## src/verilog/basic_pkg.sv

```systemverilog
package basic_pkg;

    // datapath word
    localparam int XLEN = 32;
    localparam logic [XLEN-1:0] XLEN_ZERO = '0;

    // word index taken from wb_adr[4:2]
    localparam logic [2:0] REG_OP1    = 3'd0;
    localparam logic [2:0] REG_OP2    = 3'd1;
    localparam logic [2:0] REG_INSTR  = 3'd2;
    localparam logic [2:0] REG_RESULT = 3'd3;
    localparam logic [2:0] REG_STATUS = 3'd4;
    localparam logic [2:0] REG_COUNT  = 3'd5;

    // status word bits
    localparam int STAT_DONE    = 0;
    localparam int STAT_TAKEN   = 1;
    localparam int STAT_ILLEGAL = 2;

endpackage

```

## src/verilog/stageinfo_pkg.sv

```systemverilog
package stageinfo_pkg;

    // alu function select
    typedef enum logic [3:0] {
        ALU_ADD,
        ALU_SUB,
        ALU_AND,
        ALU_OR,
        ALU_XOR,
        ALU_SLL,
        ALU_SRL,
        ALU_SRA,
        ALU_SLT,
        ALU_JALR,
        ALU_COPY1,
        ALU_CZERO_EQ,
        ALU_CZERO_NE,
        ALU_NONE
    } alu_sel;

    // branch compare select
    typedef enum logic [2:0] {
        BR_NONE,
        BR_BEQ,
        BR_BNE,
        BR_BLT,
        BR_BGE
    } br_sel;

    typedef enum logic {
        OP_SIGNED,
        OP_UNSIGNED
    } sign_sel;

    // rv32 major opcodes handled here
    typedef enum logic [6:0] {
        OPC_OP     = 7'b0110011,
        OPC_OP_IMM = 7'b0010011,
        OPC_BRANCH = 7'b1100011,
        OPC_JALR   = 7'b1100111
    } rv_opcode;

endpackage

```

## src/verilog/exe_bus_slave.sv

```systemverilog
`timescale 1ns/1ps

module exe_bus_slave (
    input  logic                        clk,
    input  logic                        reset,
    input  logic                        wb_cyc,
    input  logic                        wb_stb,
    input  logic                        wb_we,
    input  logic [4:0]                  wb_adr,
    input  logic [basic_pkg::XLEN-1:0]  wb_dat_w,
    input  logic [3:0]                  wb_sel,
    input  logic [basic_pkg::XLEN-1:0]  result,
    input  logic [2:0]                  status,
    input  logic [15:0]                 count,
    output logic [basic_pkg::XLEN-1:0]  wb_dat_r,
    output logic                        wb_ack,
    output logic [basic_pkg::XLEN-1:0]  op1,
    output logic [basic_pkg::XLEN-1:0]  op2,
    output logic [basic_pkg::XLEN-1:0]  instr,
    output logic                        start
);

    logic [2:0] word_sel;
    logic       req;
    logic [2:0] rd_sel;

    assign word_sel = wb_adr[4:2];
    // new request only outside the ack cycle
    assign req = wb_cyc & wb_stb & ~wb_ack;

    function automatic logic [basic_pkg::XLEN-1:0] byte_merge(
        input logic [basic_pkg::XLEN-1:0] old_val,
        input logic [basic_pkg::XLEN-1:0] new_val,
        input logic [3:0]                 sel
    );
        logic [basic_pkg::XLEN-1:0] merged;
        merged = old_val;
        for (int i = 0; i < 4; i++) begin
            if (sel[i]) begin
                merged[8*i +: 8] = new_val[8*i +: 8];
            end
        end
        return merged;
    endfunction

    always_ff @(posedge clk) begin
        if (reset) begin
            wb_ack <= 1'b0;
            start  <= 1'b0;
            rd_sel <= basic_pkg::REG_OP1;
            op1    <= basic_pkg::XLEN_ZERO;
            op2    <= basic_pkg::XLEN_ZERO;
            instr  <= basic_pkg::XLEN_ZERO;
        end else begin
            wb_ack <= req;
            start  <= req & wb_we & (word_sel == basic_pkg::REG_INSTR);
            if (req) begin
                rd_sel <= word_sel;
            end
            if (req & wb_we) begin
                case (word_sel)
                    basic_pkg::REG_OP1:   op1 <= byte_merge(op1, wb_dat_w, wb_sel);
                    basic_pkg::REG_OP2:   op2 <= byte_merge(op2, wb_dat_w, wb_sel);
                    basic_pkg::REG_INSTR: instr <= wb_dat_w;
                    default: ;
                endcase
            end
        end
    end

    // select latched with the request
    // data follows the registers during the ack cycle so a capture on that edge shows up
    always_comb begin
        case (rd_sel)
            basic_pkg::REG_OP1:    wb_dat_r = op1;
            basic_pkg::REG_OP2:    wb_dat_r = op2;
            basic_pkg::REG_INSTR:  wb_dat_r = instr;
            basic_pkg::REG_RESULT: wb_dat_r = result;
            basic_pkg::REG_STATUS: wb_dat_r = {{(basic_pkg::XLEN-3){1'b0}}, status};
            basic_pkg::REG_COUNT:  wb_dat_r = {{(basic_pkg::XLEN-16){1'b0}}, count};
            default:               wb_dat_r = basic_pkg::XLEN_ZERO;
        endcase
    end

endmodule

```

## src/verilog/exe_decode.sv

```systemverilog
`timescale 1ns/1ps

module exe_decode #(
    parameter bit enable_alu    = 1'b1,
    parameter bit enable_branch = 1'b1
) (
    input  logic                        clk,
    input  logic                        reset,
    input  logic                        start,
    input  logic [basic_pkg::XLEN-1:0]  op1,
    input  logic [basic_pkg::XLEN-1:0]  op2,
    input  logic [basic_pkg::XLEN-1:0]  instr,
    output stageinfo_pkg::alu_sel       alu_fn,
    output stageinfo_pkg::br_sel        br_fn,
    output stageinfo_pkg::sign_sel      sign,
    output logic [basic_pkg::XLEN-1:0]  rs1_val,
    output logic [basic_pkg::XLEN-1:0]  rs2_val,
    output logic                        is_branch,
    output logic                        illegal,
    output logic                        issue
);

    stageinfo_pkg::rv_opcode        opcode;
    logic [2:0]                     funct3;
    logic [6:0]                     funct7;
    logic [basic_pkg::XLEN-1:0]     imm_i;
    stageinfo_pkg::alu_sel          dec_alu;
    stageinfo_pkg::br_sel           dec_br;
    stageinfo_pkg::sign_sel         dec_sign;
    logic                           dec_imm;
    logic                           dec_branch;
    logic                           dec_bad;

    assign opcode = stageinfo_pkg::rv_opcode'(instr[6:0]);
    assign funct3 = instr[14:12];
    assign funct7 = instr[31:25];
    assign imm_i  = {{(basic_pkg::XLEN-12){instr[31]}}, instr[31:20]};

    // funct3 map common to OP and OP-IMM
    function automatic stageinfo_pkg::alu_sel base_op(input logic [2:0] f3);
        case (f3)
            3'b000:  return stageinfo_pkg::ALU_ADD;
            3'b001:  return stageinfo_pkg::ALU_SLL;
            3'b010,
            3'b011:  return stageinfo_pkg::ALU_SLT;
            3'b100:  return stageinfo_pkg::ALU_XOR;
            3'b101:  return stageinfo_pkg::ALU_SRL;
            3'b110:  return stageinfo_pkg::ALU_OR;
            default: return stageinfo_pkg::ALU_AND;
        endcase
    endfunction

    always_comb begin
        dec_alu    = stageinfo_pkg::ALU_NONE;
        dec_br     = stageinfo_pkg::BR_NONE;
        dec_sign   = (funct3 == 3'b011) ? stageinfo_pkg::OP_UNSIGNED : stageinfo_pkg::OP_SIGNED;
        dec_imm    = 1'b0;
        dec_branch = 1'b0;
        dec_bad    = 1'b0;
        case (opcode)
            stageinfo_pkg::OPC_OP: begin
                if (funct7 == 7'b0000000) begin
                    dec_alu = base_op(funct3);
                end else if (funct7 == 7'b0100000 && funct3 == 3'b000) begin
                    dec_alu = stageinfo_pkg::ALU_SUB;
                end else if (funct7 == 7'b0100000 && funct3 == 3'b101) begin
                    dec_alu = stageinfo_pkg::ALU_SRA;
                end else if (funct7 == 7'b0000111 && funct3 == 3'b101) begin
                    // czero.eqz keeps rs1 only when rs2 is nonzero
                    dec_alu = stageinfo_pkg::ALU_CZERO_NE;
                end else if (funct7 == 7'b0000111 && funct3 == 3'b111) begin
                    dec_alu = stageinfo_pkg::ALU_CZERO_EQ;
                end else begin
                    dec_bad = 1'b1;
                end
            end
            stageinfo_pkg::OPC_OP_IMM: begin
                dec_imm = 1'b1;
                if (funct3 == 3'b101 && funct7 == 7'b0100000) begin
                    dec_alu = stageinfo_pkg::ALU_SRA;
                end else if (funct3[1:0] == 2'b01 && funct7 != 7'b0000000) begin
                    dec_bad = 1'b1;
                end else begin
                    dec_alu = base_op(funct3);
                end
            end
            stageinfo_pkg::OPC_JALR: begin
                dec_imm = 1'b1;
                dec_alu = stageinfo_pkg::ALU_JALR;
                dec_bad = (funct3 != 3'b000);
            end
            stageinfo_pkg::OPC_BRANCH: begin
                dec_branch = 1'b1;
                dec_sign   = funct3[1] ? stageinfo_pkg::OP_UNSIGNED : stageinfo_pkg::OP_SIGNED;
                case (funct3)
                    3'b000:         dec_br = stageinfo_pkg::BR_BEQ;
                    3'b001:         dec_br = stageinfo_pkg::BR_BNE;
                    3'b100, 3'b110: dec_br = stageinfo_pkg::BR_BLT;
                    3'b101, 3'b111: dec_br = stageinfo_pkg::BR_BGE;
                    default:        dec_bad = 1'b1;
                endcase
            end
            default: dec_bad = 1'b1;
        endcase
        // disabled paths refuse their instructions
        if ((dec_branch && !enable_branch) || (!dec_branch && !enable_alu)) begin
            dec_bad = 1'b1;
        end
        if (dec_bad) begin
            dec_alu = stageinfo_pkg::ALU_NONE;
            dec_br  = stageinfo_pkg::BR_NONE;
        end
    end

    always_ff @(posedge clk) begin
        if (reset) begin
            alu_fn    <= stageinfo_pkg::ALU_NONE;
            br_fn     <= stageinfo_pkg::BR_NONE;
            sign      <= stageinfo_pkg::OP_SIGNED;
            is_branch <= 1'b0;
            illegal   <= 1'b0;
            issue     <= 1'b0;
        end else begin
            issue <= start;
            if (start) begin
                alu_fn    <= dec_alu;
                br_fn     <= dec_br;
                sign      <= dec_sign;
                is_branch <= dec_branch;
                illegal   <= dec_bad;
            end
        end
    end

    always_ff @(posedge clk) begin
        if (start) begin
            rs1_val <= op1;
            rs2_val <= dec_imm ? imm_i : op2;
        end
    end

endmodule

```

## src/verilog/alu.sv

```systemverilog
`timescale 1ns/1ps

module alu #(
    parameter bit enable_alu    = 1'b1,
    parameter bit enable_branch = 1'b1
) (
    input  stageinfo_pkg::alu_sel       alu_fn,
    input  stageinfo_pkg::br_sel        br_fn,
    input  stageinfo_pkg::sign_sel      sign,
    input  logic [basic_pkg::XLEN-1:0]  rs1_val,
    input  logic [basic_pkg::XLEN-1:0]  rs2_val,
    output logic [basic_pkg::XLEN-1:0]  alu_out,
    output logic                        branch_take
);

    logic                           less;
    logic [basic_pkg::XLEN-1:0]     sum;
    logic [basic_pkg::XLEN-1:0]     alu_res;
    logic                           br_res;

    // one comparator serves slt and the branches
    assign less = (sign == stageinfo_pkg::OP_SIGNED) ?
                  ($signed(rs1_val) < $signed(rs2_val)) :
                  (rs1_val < rs2_val);
    assign sum  = rs1_val + rs2_val;

    always_comb begin
        case (alu_fn)
            stageinfo_pkg::ALU_ADD:      alu_res = sum;
            stageinfo_pkg::ALU_SUB:      alu_res = rs1_val - rs2_val;
            stageinfo_pkg::ALU_AND:      alu_res = rs1_val & rs2_val;
            stageinfo_pkg::ALU_OR:       alu_res = rs1_val | rs2_val;
            stageinfo_pkg::ALU_XOR:      alu_res = rs1_val ^ rs2_val;
            stageinfo_pkg::ALU_SLL:      alu_res = rs1_val << rs2_val[4:0];
            stageinfo_pkg::ALU_SRL:      alu_res = rs1_val >> rs2_val[4:0];
            stageinfo_pkg::ALU_SRA:      alu_res = $unsigned($signed(rs1_val) >>> rs2_val[4:0]);
            stageinfo_pkg::ALU_SLT:      alu_res = {{(basic_pkg::XLEN-1){1'b0}}, less};
            stageinfo_pkg::ALU_JALR:     alu_res = {sum[basic_pkg::XLEN-1:1], 1'b0};
            stageinfo_pkg::ALU_COPY1:    alu_res = rs1_val;
            stageinfo_pkg::ALU_CZERO_EQ: begin
                alu_res = (rs2_val == basic_pkg::XLEN_ZERO) ? rs1_val : basic_pkg::XLEN_ZERO;
            end
            stageinfo_pkg::ALU_CZERO_NE: begin
                alu_res = (rs2_val != basic_pkg::XLEN_ZERO) ? rs1_val : basic_pkg::XLEN_ZERO;
            end
            default:                     alu_res = basic_pkg::XLEN_ZERO;
        endcase
    end

    always_comb begin
        case (br_fn)
            stageinfo_pkg::BR_BEQ: br_res = (rs1_val == rs2_val);
            stageinfo_pkg::BR_BNE: br_res = (rs1_val != rs2_val);
            stageinfo_pkg::BR_BLT: br_res = less;
            stageinfo_pkg::BR_BGE: br_res = !less;
            default:               br_res = 1'b0;
        endcase
    end

    // disabled paths read as zero
    assign alu_out     = enable_alu ? alu_res : basic_pkg::XLEN_ZERO;
    assign branch_take = enable_branch ? br_res : 1'b0;

endmodule

```

## src/verilog/exe_writeback.sv

```systemverilog
`timescale 1ns/1ps

module exe_writeback (
    input  logic                        clk,
    input  logic                        reset,
    input  logic                        start,
    input  logic                        issue,
    input  logic [basic_pkg::XLEN-1:0]  alu_out,
    input  logic                        branch_take,
    input  logic                        is_branch,
    input  logic                        illegal,
    output logic [basic_pkg::XLEN-1:0]  result,
    output logic [2:0]                  status,
    output logic [15:0]                 count
);

    logic done;
    logic taken;
    logic bad;

    always_ff @(posedge clk) begin
        if (reset) begin
            done   <= 1'b0;
            taken  <= 1'b0;
            bad    <= 1'b0;
            result <= basic_pkg::XLEN_ZERO;
            count  <= 16'd0;
        end else begin
            if (start) begin
                done <= 1'b0;
            end
            // capture wins over a start in the same cycle
            if (issue) begin
                done   <= 1'b1;
                taken  <= is_branch & ~illegal & branch_take;
                bad    <= illegal;
                result <= (is_branch | illegal) ? basic_pkg::XLEN_ZERO : alu_out;
                if (!illegal) begin
                    count <= count + 16'd1;
                end
            end
        end
    end

    assign status[basic_pkg::STAT_DONE]    = done;
    assign status[basic_pkg::STAT_TAKEN]   = taken;
    assign status[basic_pkg::STAT_ILLEGAL] = bad;

endmodule

```

## src/verilog/exe_unit.sv

```systemverilog
`timescale 1ns/1ps

module exe_unit #(
    parameter bit enable_alu    = 1'b1,
    parameter bit enable_branch = 1'b1
) (
    input  logic                        clk,
    input  logic                        reset,
    input  logic                        wb_cyc,
    input  logic                        wb_stb,
    input  logic                        wb_we,
    input  logic [4:0]                  wb_adr,
    input  logic [basic_pkg::XLEN-1:0]  wb_dat_w,
    input  logic [3:0]                  wb_sel,
    output logic [basic_pkg::XLEN-1:0]  wb_dat_r,
    output logic                        wb_ack
);

    logic [basic_pkg::XLEN-1:0]     op1;
    logic [basic_pkg::XLEN-1:0]     op2;
    logic [basic_pkg::XLEN-1:0]     instr;
    logic                           start;
    stageinfo_pkg::alu_sel          alu_fn;
    stageinfo_pkg::br_sel           br_fn;
    stageinfo_pkg::sign_sel         sign;
    logic [basic_pkg::XLEN-1:0]     rs1_val;
    logic [basic_pkg::XLEN-1:0]     rs2_val;
    logic                           is_branch;
    logic                           illegal;
    logic                           issue;
    logic [basic_pkg::XLEN-1:0]     alu_out;
    logic                           branch_take;
    logic [basic_pkg::XLEN-1:0]     result;
    logic [2:0]                     status;
    logic [15:0]                    count;

    exe_bus_slave i_bus (
        .clk(clk), .reset(reset), .wb_cyc(wb_cyc), .wb_stb(wb_stb), .wb_we(wb_we),
        .wb_adr(wb_adr), .wb_dat_w(wb_dat_w), .wb_sel(wb_sel), .result(result),
        .status(status), .count(count), .wb_dat_r(wb_dat_r), .wb_ack(wb_ack),
        .op1(op1), .op2(op2), .instr(instr), .start(start)
    );

    exe_decode #(.enable_alu(enable_alu), .enable_branch(enable_branch)) i_decode (
        .clk(clk), .reset(reset), .start(start), .op1(op1), .op2(op2), .instr(instr),
        .alu_fn(alu_fn), .br_fn(br_fn), .sign(sign), .rs1_val(rs1_val), .rs2_val(rs2_val),
        .is_branch(is_branch), .illegal(illegal), .issue(issue)
    );

    alu #(.enable_alu(enable_alu), .enable_branch(enable_branch)) i_alu (
        .alu_fn(alu_fn), .br_fn(br_fn), .sign(sign), .rs1_val(rs1_val), .rs2_val(rs2_val),
        .alu_out(alu_out), .branch_take(branch_take)
    );

    exe_writeback i_wb (
        .clk(clk), .reset(reset), .start(start), .issue(issue), .alu_out(alu_out),
        .branch_take(branch_take), .is_branch(is_branch), .illegal(illegal),
        .result(result), .status(status), .count(count)
    );

endmodule

```

## config.mk

```make
export PLATFORM = sky130hd
export DESIGN_NAME = exe_unit
export DESIGN_NICKNAME = d
export VERILOG_FILES = /design/src/verilog/basic_pkg.sv /design/src/verilog/stageinfo_pkg.sv /design/src/verilog/exe_bus_slave.sv /design/src/verilog/exe_decode.sv /design/src/verilog/alu.sv /design/src/verilog/exe_writeback.sv /design/src/verilog/exe_unit.sv
export SDC_FILE = /design/constraint.sdc
export NUM_CORES = 1
export LEC_CHECK = 0
export BUFFER_PORTS_ARGS = -buffer_cell sky130_fd_sc_hd__buf_2
export CAP_MARGIN = 30
export CORE_ASPECT_RATIO = 1.75
export CORE_UTILIZATION = 58
export CTS_CLUSTER_SIZE = 28
export DETAILED_ROUTE_END_ITERATION = 7
export HOLD_SLACK_MARGIN = 0.15
export PLACE_DENSITY = 0.76
export SETUP_SLACK_MARGIN = 0.1
export SLEW_MARGIN = 20
export SYNTH_ARGS = -nofsm -noshare
export SYNTH_HDL_FRONTEND = slang
export SYNTH_SLANG_ARGS = --single-unit
export TNS_END_PERCENT = 100
```

## constraint.sdc

```tcl
create_clock -name clk -period 4.8 [get_ports clk]
set_input_delay 0.48 -clock clk [delete_from_list [all_inputs] [get_ports clk]]
set_output_delay 0.48 -clock clk [all_outputs]
set_load 0.05 [all_outputs]
```

==> impl_summary.log <==
[metrics] length of routed met3 wiring: roughly 9800 um
[metrics] VDD IR-drop max: between 400 and 500 uV
[metrics] flip-flop and latch count after synthesis: 227
[metrics] first-pass GRT wire length: 121900 um
[metrics] worst reg2reg path endpoint: i_wb.result[12]
[metrics] area of all placed cells without fillers: between 15000 and 20000 sq um
[metrics] type of the tightest min-delay check: in2reg
[metrics] Cells after Synth: between 2000 and 2500
[metrics] net total in the final layout: roughly 2500
[metrics] ratio of cells with drive above 1 in the final layout: 13.21%
[metrics] share of the yosys chip area belonging to registers: 28.24%
[metrics] worst-case register-to-register setup slack: 0.37 ns
[metrics] headroom to the max-slew limit: between 10% and 20%
[metrics] Post-synth top flop: sky130_fd_sc_hd__dfxtp_1
[metrics] core area: slightly above 30000 sq um
[metrics] length in cells of the worst reg-to-reg path: 9
[metrics] met1 WL: ~27000 um
[metrics] initial core utilization: around three fifths
[metrics] hold-critical path endpoint: i_bus.rd_sel[2]
[metrics] master cell of the clock root buffer: sky130_fd_sc_hd__clkbuf_16
[metrics] worst reg2reg path startpoint: i_decode.alu_fn[0]
[metrics] initial detailed-routing violation count: approximately 2300
[metrics] post-route minimum period: approximately 4.4 ns
[metrics] clock input transition at the sequential cells of the worst setup and hold paths: around 0.070 ns
[metrics] number of instances resized during post-cts repair: 0
[metrics] number of nets with antenna violations after routing: 0
[metrics] worst-margin pin slew: about 1.2 ns
[metrics] worst skew pair latency: 0.54 ns
[metrics] hold bufs inserted after CTS: 0
[metrics] DPL Wire Length: 58490 um
[metrics] crit share post-route: between 90 and 100%
[metrics] Layout fillers: 2715
[metrics] Netlist cell types: between 80 and 90
[metrics] DR DRC count: 3
[metrics] Area Growth Syn to Fin: 8.811%
[metrics] uppermost layer routed: met5
[metrics] Async SR Flop Fraction: 0%
[metrics] mean instance size in the synthesized netlist: 7.880 sq um
[metrics] Max Clock Freq: between 200 and 250 MHz
[metrics] number of buffers added by the clock tree synthesis step: 22
[metrics] worst endpoint data arrival time: just under 5 ns
[metrics] initial antenna violation count: 14
[metrics] per-cell via count in the routed design: between 7 and 8
[metrics] number of instances on the worst hold path: 3
[metrics] PD cells: between 200 and 250 nW/um^2
[metrics] Routed WL: 81970 um
[metrics] vertical die dimension: roughly 240 um
[metrics] number of global-route vias before repair: between 15000 and 20000
[metrics] nature of the critical path startpoint: flop
[metrics] sequential cell area: 5186 sq um
[metrics] count of final hold-check violations: 0
[metrics] total standard cell area after synthesis: between 15000 and 20000 sq um
[metrics] total number of H-tree levels: 1
[metrics] Synth Warn #: 0
[metrics] # IOs: 79
[metrics] worst path required time: 5.24 ns
[metrics] Slew Limit Fails: 0
[metrics] deepest clock path buffer count: 3
[metrics] global placer's final weighted congestion: between 1 and 1.5
[metrics] nature of the critical path endpoint: flop
[metrics] Post-synth EDFFs: 64
[metrics] Max FO, Critical Path: 10
[metrics] Mapped Nets: 2476
[metrics] Die Outline Area: around 32000 sq um
[metrics] max-capacitance violation count: 0
[metrics] pin count of the biggest net entering global routing: 70
[metrics] run status: complete, but fails checks
[metrics] failing checks: DRC
[metrics] std cell rows: 85
[metrics] CTS tree: built
[metrics] final total negative setup slack: 0 ns
[metrics] IO Port Bufs: 76
[metrics] die boundary width: about 140 um
[metrics] first-pass iteration count of the detailed router: 7
[metrics] Post-CTS Setup Inserts: 0
[metrics] total via count after detailed routing: around 20000
[metrics] area of combinational cells with multiple inputs: roughly 12000 sq um
[metrics] Worst Skew: between 0.02 and 0.025 ns
[metrics] total routing resource utilization after global routing: 52.26%
[metrics] count of endpoints failing setup in the final report: 0
[metrics] LEAKAGE: 7.725 nW
[metrics] setup repair after global routing missed its margin: false
[metrics] clock sink count: 227
[metrics] critical path start-end classification: reg2reg
[metrics] Met2 Routed Length: between 30000 and 40000 um
[metrics] launch point of the worst hold path: wb_adr[4]
[metrics] Routed WL per cell: around 30 um
[metrics] instance area at placement: between 15000 and 20000 sq um
[metrics] leftover overflow at the end of global routing: 0
-- metrics by stage --
stage	hold WS (ns)	power [W]	setup WS [ns]	utilization [%]	cells
after detailed placement	0.4472	0.002252	0.9443	61.75	2703
after global routing	0.2065	0.004101	0.4751	64.50	2754
after global placement	0.4381	0.002249	0.9348	61.71	2701
after CTS	0.1944	0.004006	0.9186	64.12	2743
after floorplan	0.4199	0.002157	0.6277	-	2330
final	0.1904	0.004033	0.3738	64.56	2761
-- worst max-delay path: stages (launching register included) --
cell and delay (ns):
sky130_fd_sc_hd__dfxtp_1 0.67, sky130_fd_sc_hd__nor2b_1 0.54, sky130_fd_sc_hd__nand3_1 0.45, sky130_fd_sc_hd__nand2_1 0.79, sky130_fd_sc_hd__a21oi_1 0.15, sky130_fd_sc_hd__a21oi_1 0.79
sky130_fd_sc_hd__o21ai_0 0.41, sky130_fd_sc_hd__nand4_1 0.21, sky130_fd_sc_hd__a21oi_1 0.06, sky130_fd_sc_hd__a221oi_1 0.26
-- cell type report --
class                      count  area share [%]
inverter                     114           2.142
timing repair buffer         155           5.035
tap                          391           2.449
clock inverter                12          0.5887
sequential                   227           25.96
clock buffer                  28           3.075
antenna                        8          0.1002
multi-input combinational   1826           60.65
-- how the worst max path moves through the flow --
stage,start,cells after the start,endpoint
6_report,i_decode.alu_fn[0],9,i_wb.result[12]
5_1_grt,i_decode.rs1_val[18],12,i_wb.result[24]
4_1_cts,i_decode.rs1_val[0],11,i_wb.result[30]
3_5_place_dp,i_decode.rs1_val[0],11,i_wb.result[30]
3_3_place_gp,i_decode.rs1_val[0],11,i_wb.result[30]
2_1_floorplan,i_decode.rs2_val[2],14,i_wb.result[21]
-- synth_stat cells (all sizes together) (9+ instances only) --
library cell | n | area (sq um)
nand2 | 450 | 1689
nor2 | 210 | 793.3
a21oi | 199 | 996.0
dfxtp | 163 | 3263
clkbuf | 126 | 473.0
o21ai | 119 | 595.6
inv | 112 | 420.4
ha | 98 | 1226
mux4 | 68 | 1535
edfxtp | 64 | 1922
mux2i | 55 | 550.5
a22oi | 52 | 390.4
nor3 | 50 | 255.3
nand3 | 41 | 205.2
buf | 37 | 204.0
a221oi | 29 | 254.0
o211ai | 28 | 210.2
a21o | 25 | 187.7
a211oi | 22 | 165.2
a31oi | 20 | 125.1
nor4 | 20 | 125.1
mux2 | 18 | 202.7
o22ai | 18 | 112.6
and2 | 17 | 106.4
o31ai | 17 | 127.6
a221o | 15 | 150.1
nand4 | 15 | 93.84
a2111oi | 14 | 122.6
nor2b | 14 | 87.58
nand2b | 13 | 81.33
xor2 | 13 | 113.9
a22o | 12 | 105.1
o2111ai | 12 | 105.1
o221ai | 12 | 105.1
or2 | 11 | 68.82
or3 | 11 | 68.82
and3 | 9 | 56.30
o21bai | 9 | 67.56
xnor2 | 9 | 78.83
-- registers in the layout, summed over array words and instances, names as in the netlist, 3 cells and up --
register and cells:
i_decode.rs2_val 32, i_bus.op1 32, i_decode.br_fn 3, i_wb.result 32
i_decode.rs1_val 32, i_decode.alu_fn 4, i_wb.count 16, i_bus.rd_sel 3
i_bus.instr 32, i_bus.op2 32
-- layer usage --
metal / up-vias / global-route usage, %
met5: - / 1.905
met4: 14 / 46.20
met1: 9420 / 56.76
li1: 8566 / -
met3: 494 / 21.24
met2: 1379 / 77.23
-- report_power, final --
part / switching (W) / total [W] / internal, W
Sequential: 0.0000188 / 0.00199 / 0.00197
Clock: 0.000825 / 0.00181 / 0.000983
Combinational: 0.000163 / 0.000239 / 0.0000762
Total: 0.00101 / 0.00403 / 0.00303
-- cells by family after synthesis --
group                      share of synthesized area, %
AOI/OAI and AO/OA                                 24.35
xor gates and xnor gates                          1.049
adders and majority gates                         6.896
buffers and inverters                             6.017
DFF                                               28.24
muxes                                             12.46
and+or+nand+nor                                   20.99
-- cells in the final DEF, fill, tap and decap left out, drive strengths merged, types with 14 or more instances in the layout --
master,count
o211ai,28
nor2,210
and2,17
a22oi,52
a21o,25
clkbuf,30
mux2i,55
a21oi,199
buf,153
nand4,15
nor2b,14
mux2,18
a31oi,20
a221o,15
nor4,20
o22ai,18
dfxtp,163
nand2,450
mux4,68
a221oi,29
nand3,41
inv,117
a211oi,22
a2111oi,14
o31ai,17
nor3,50
ha,98
o21ai,119
edfxtp,64
Note: power is estimated with default switching activity, not from simulation.
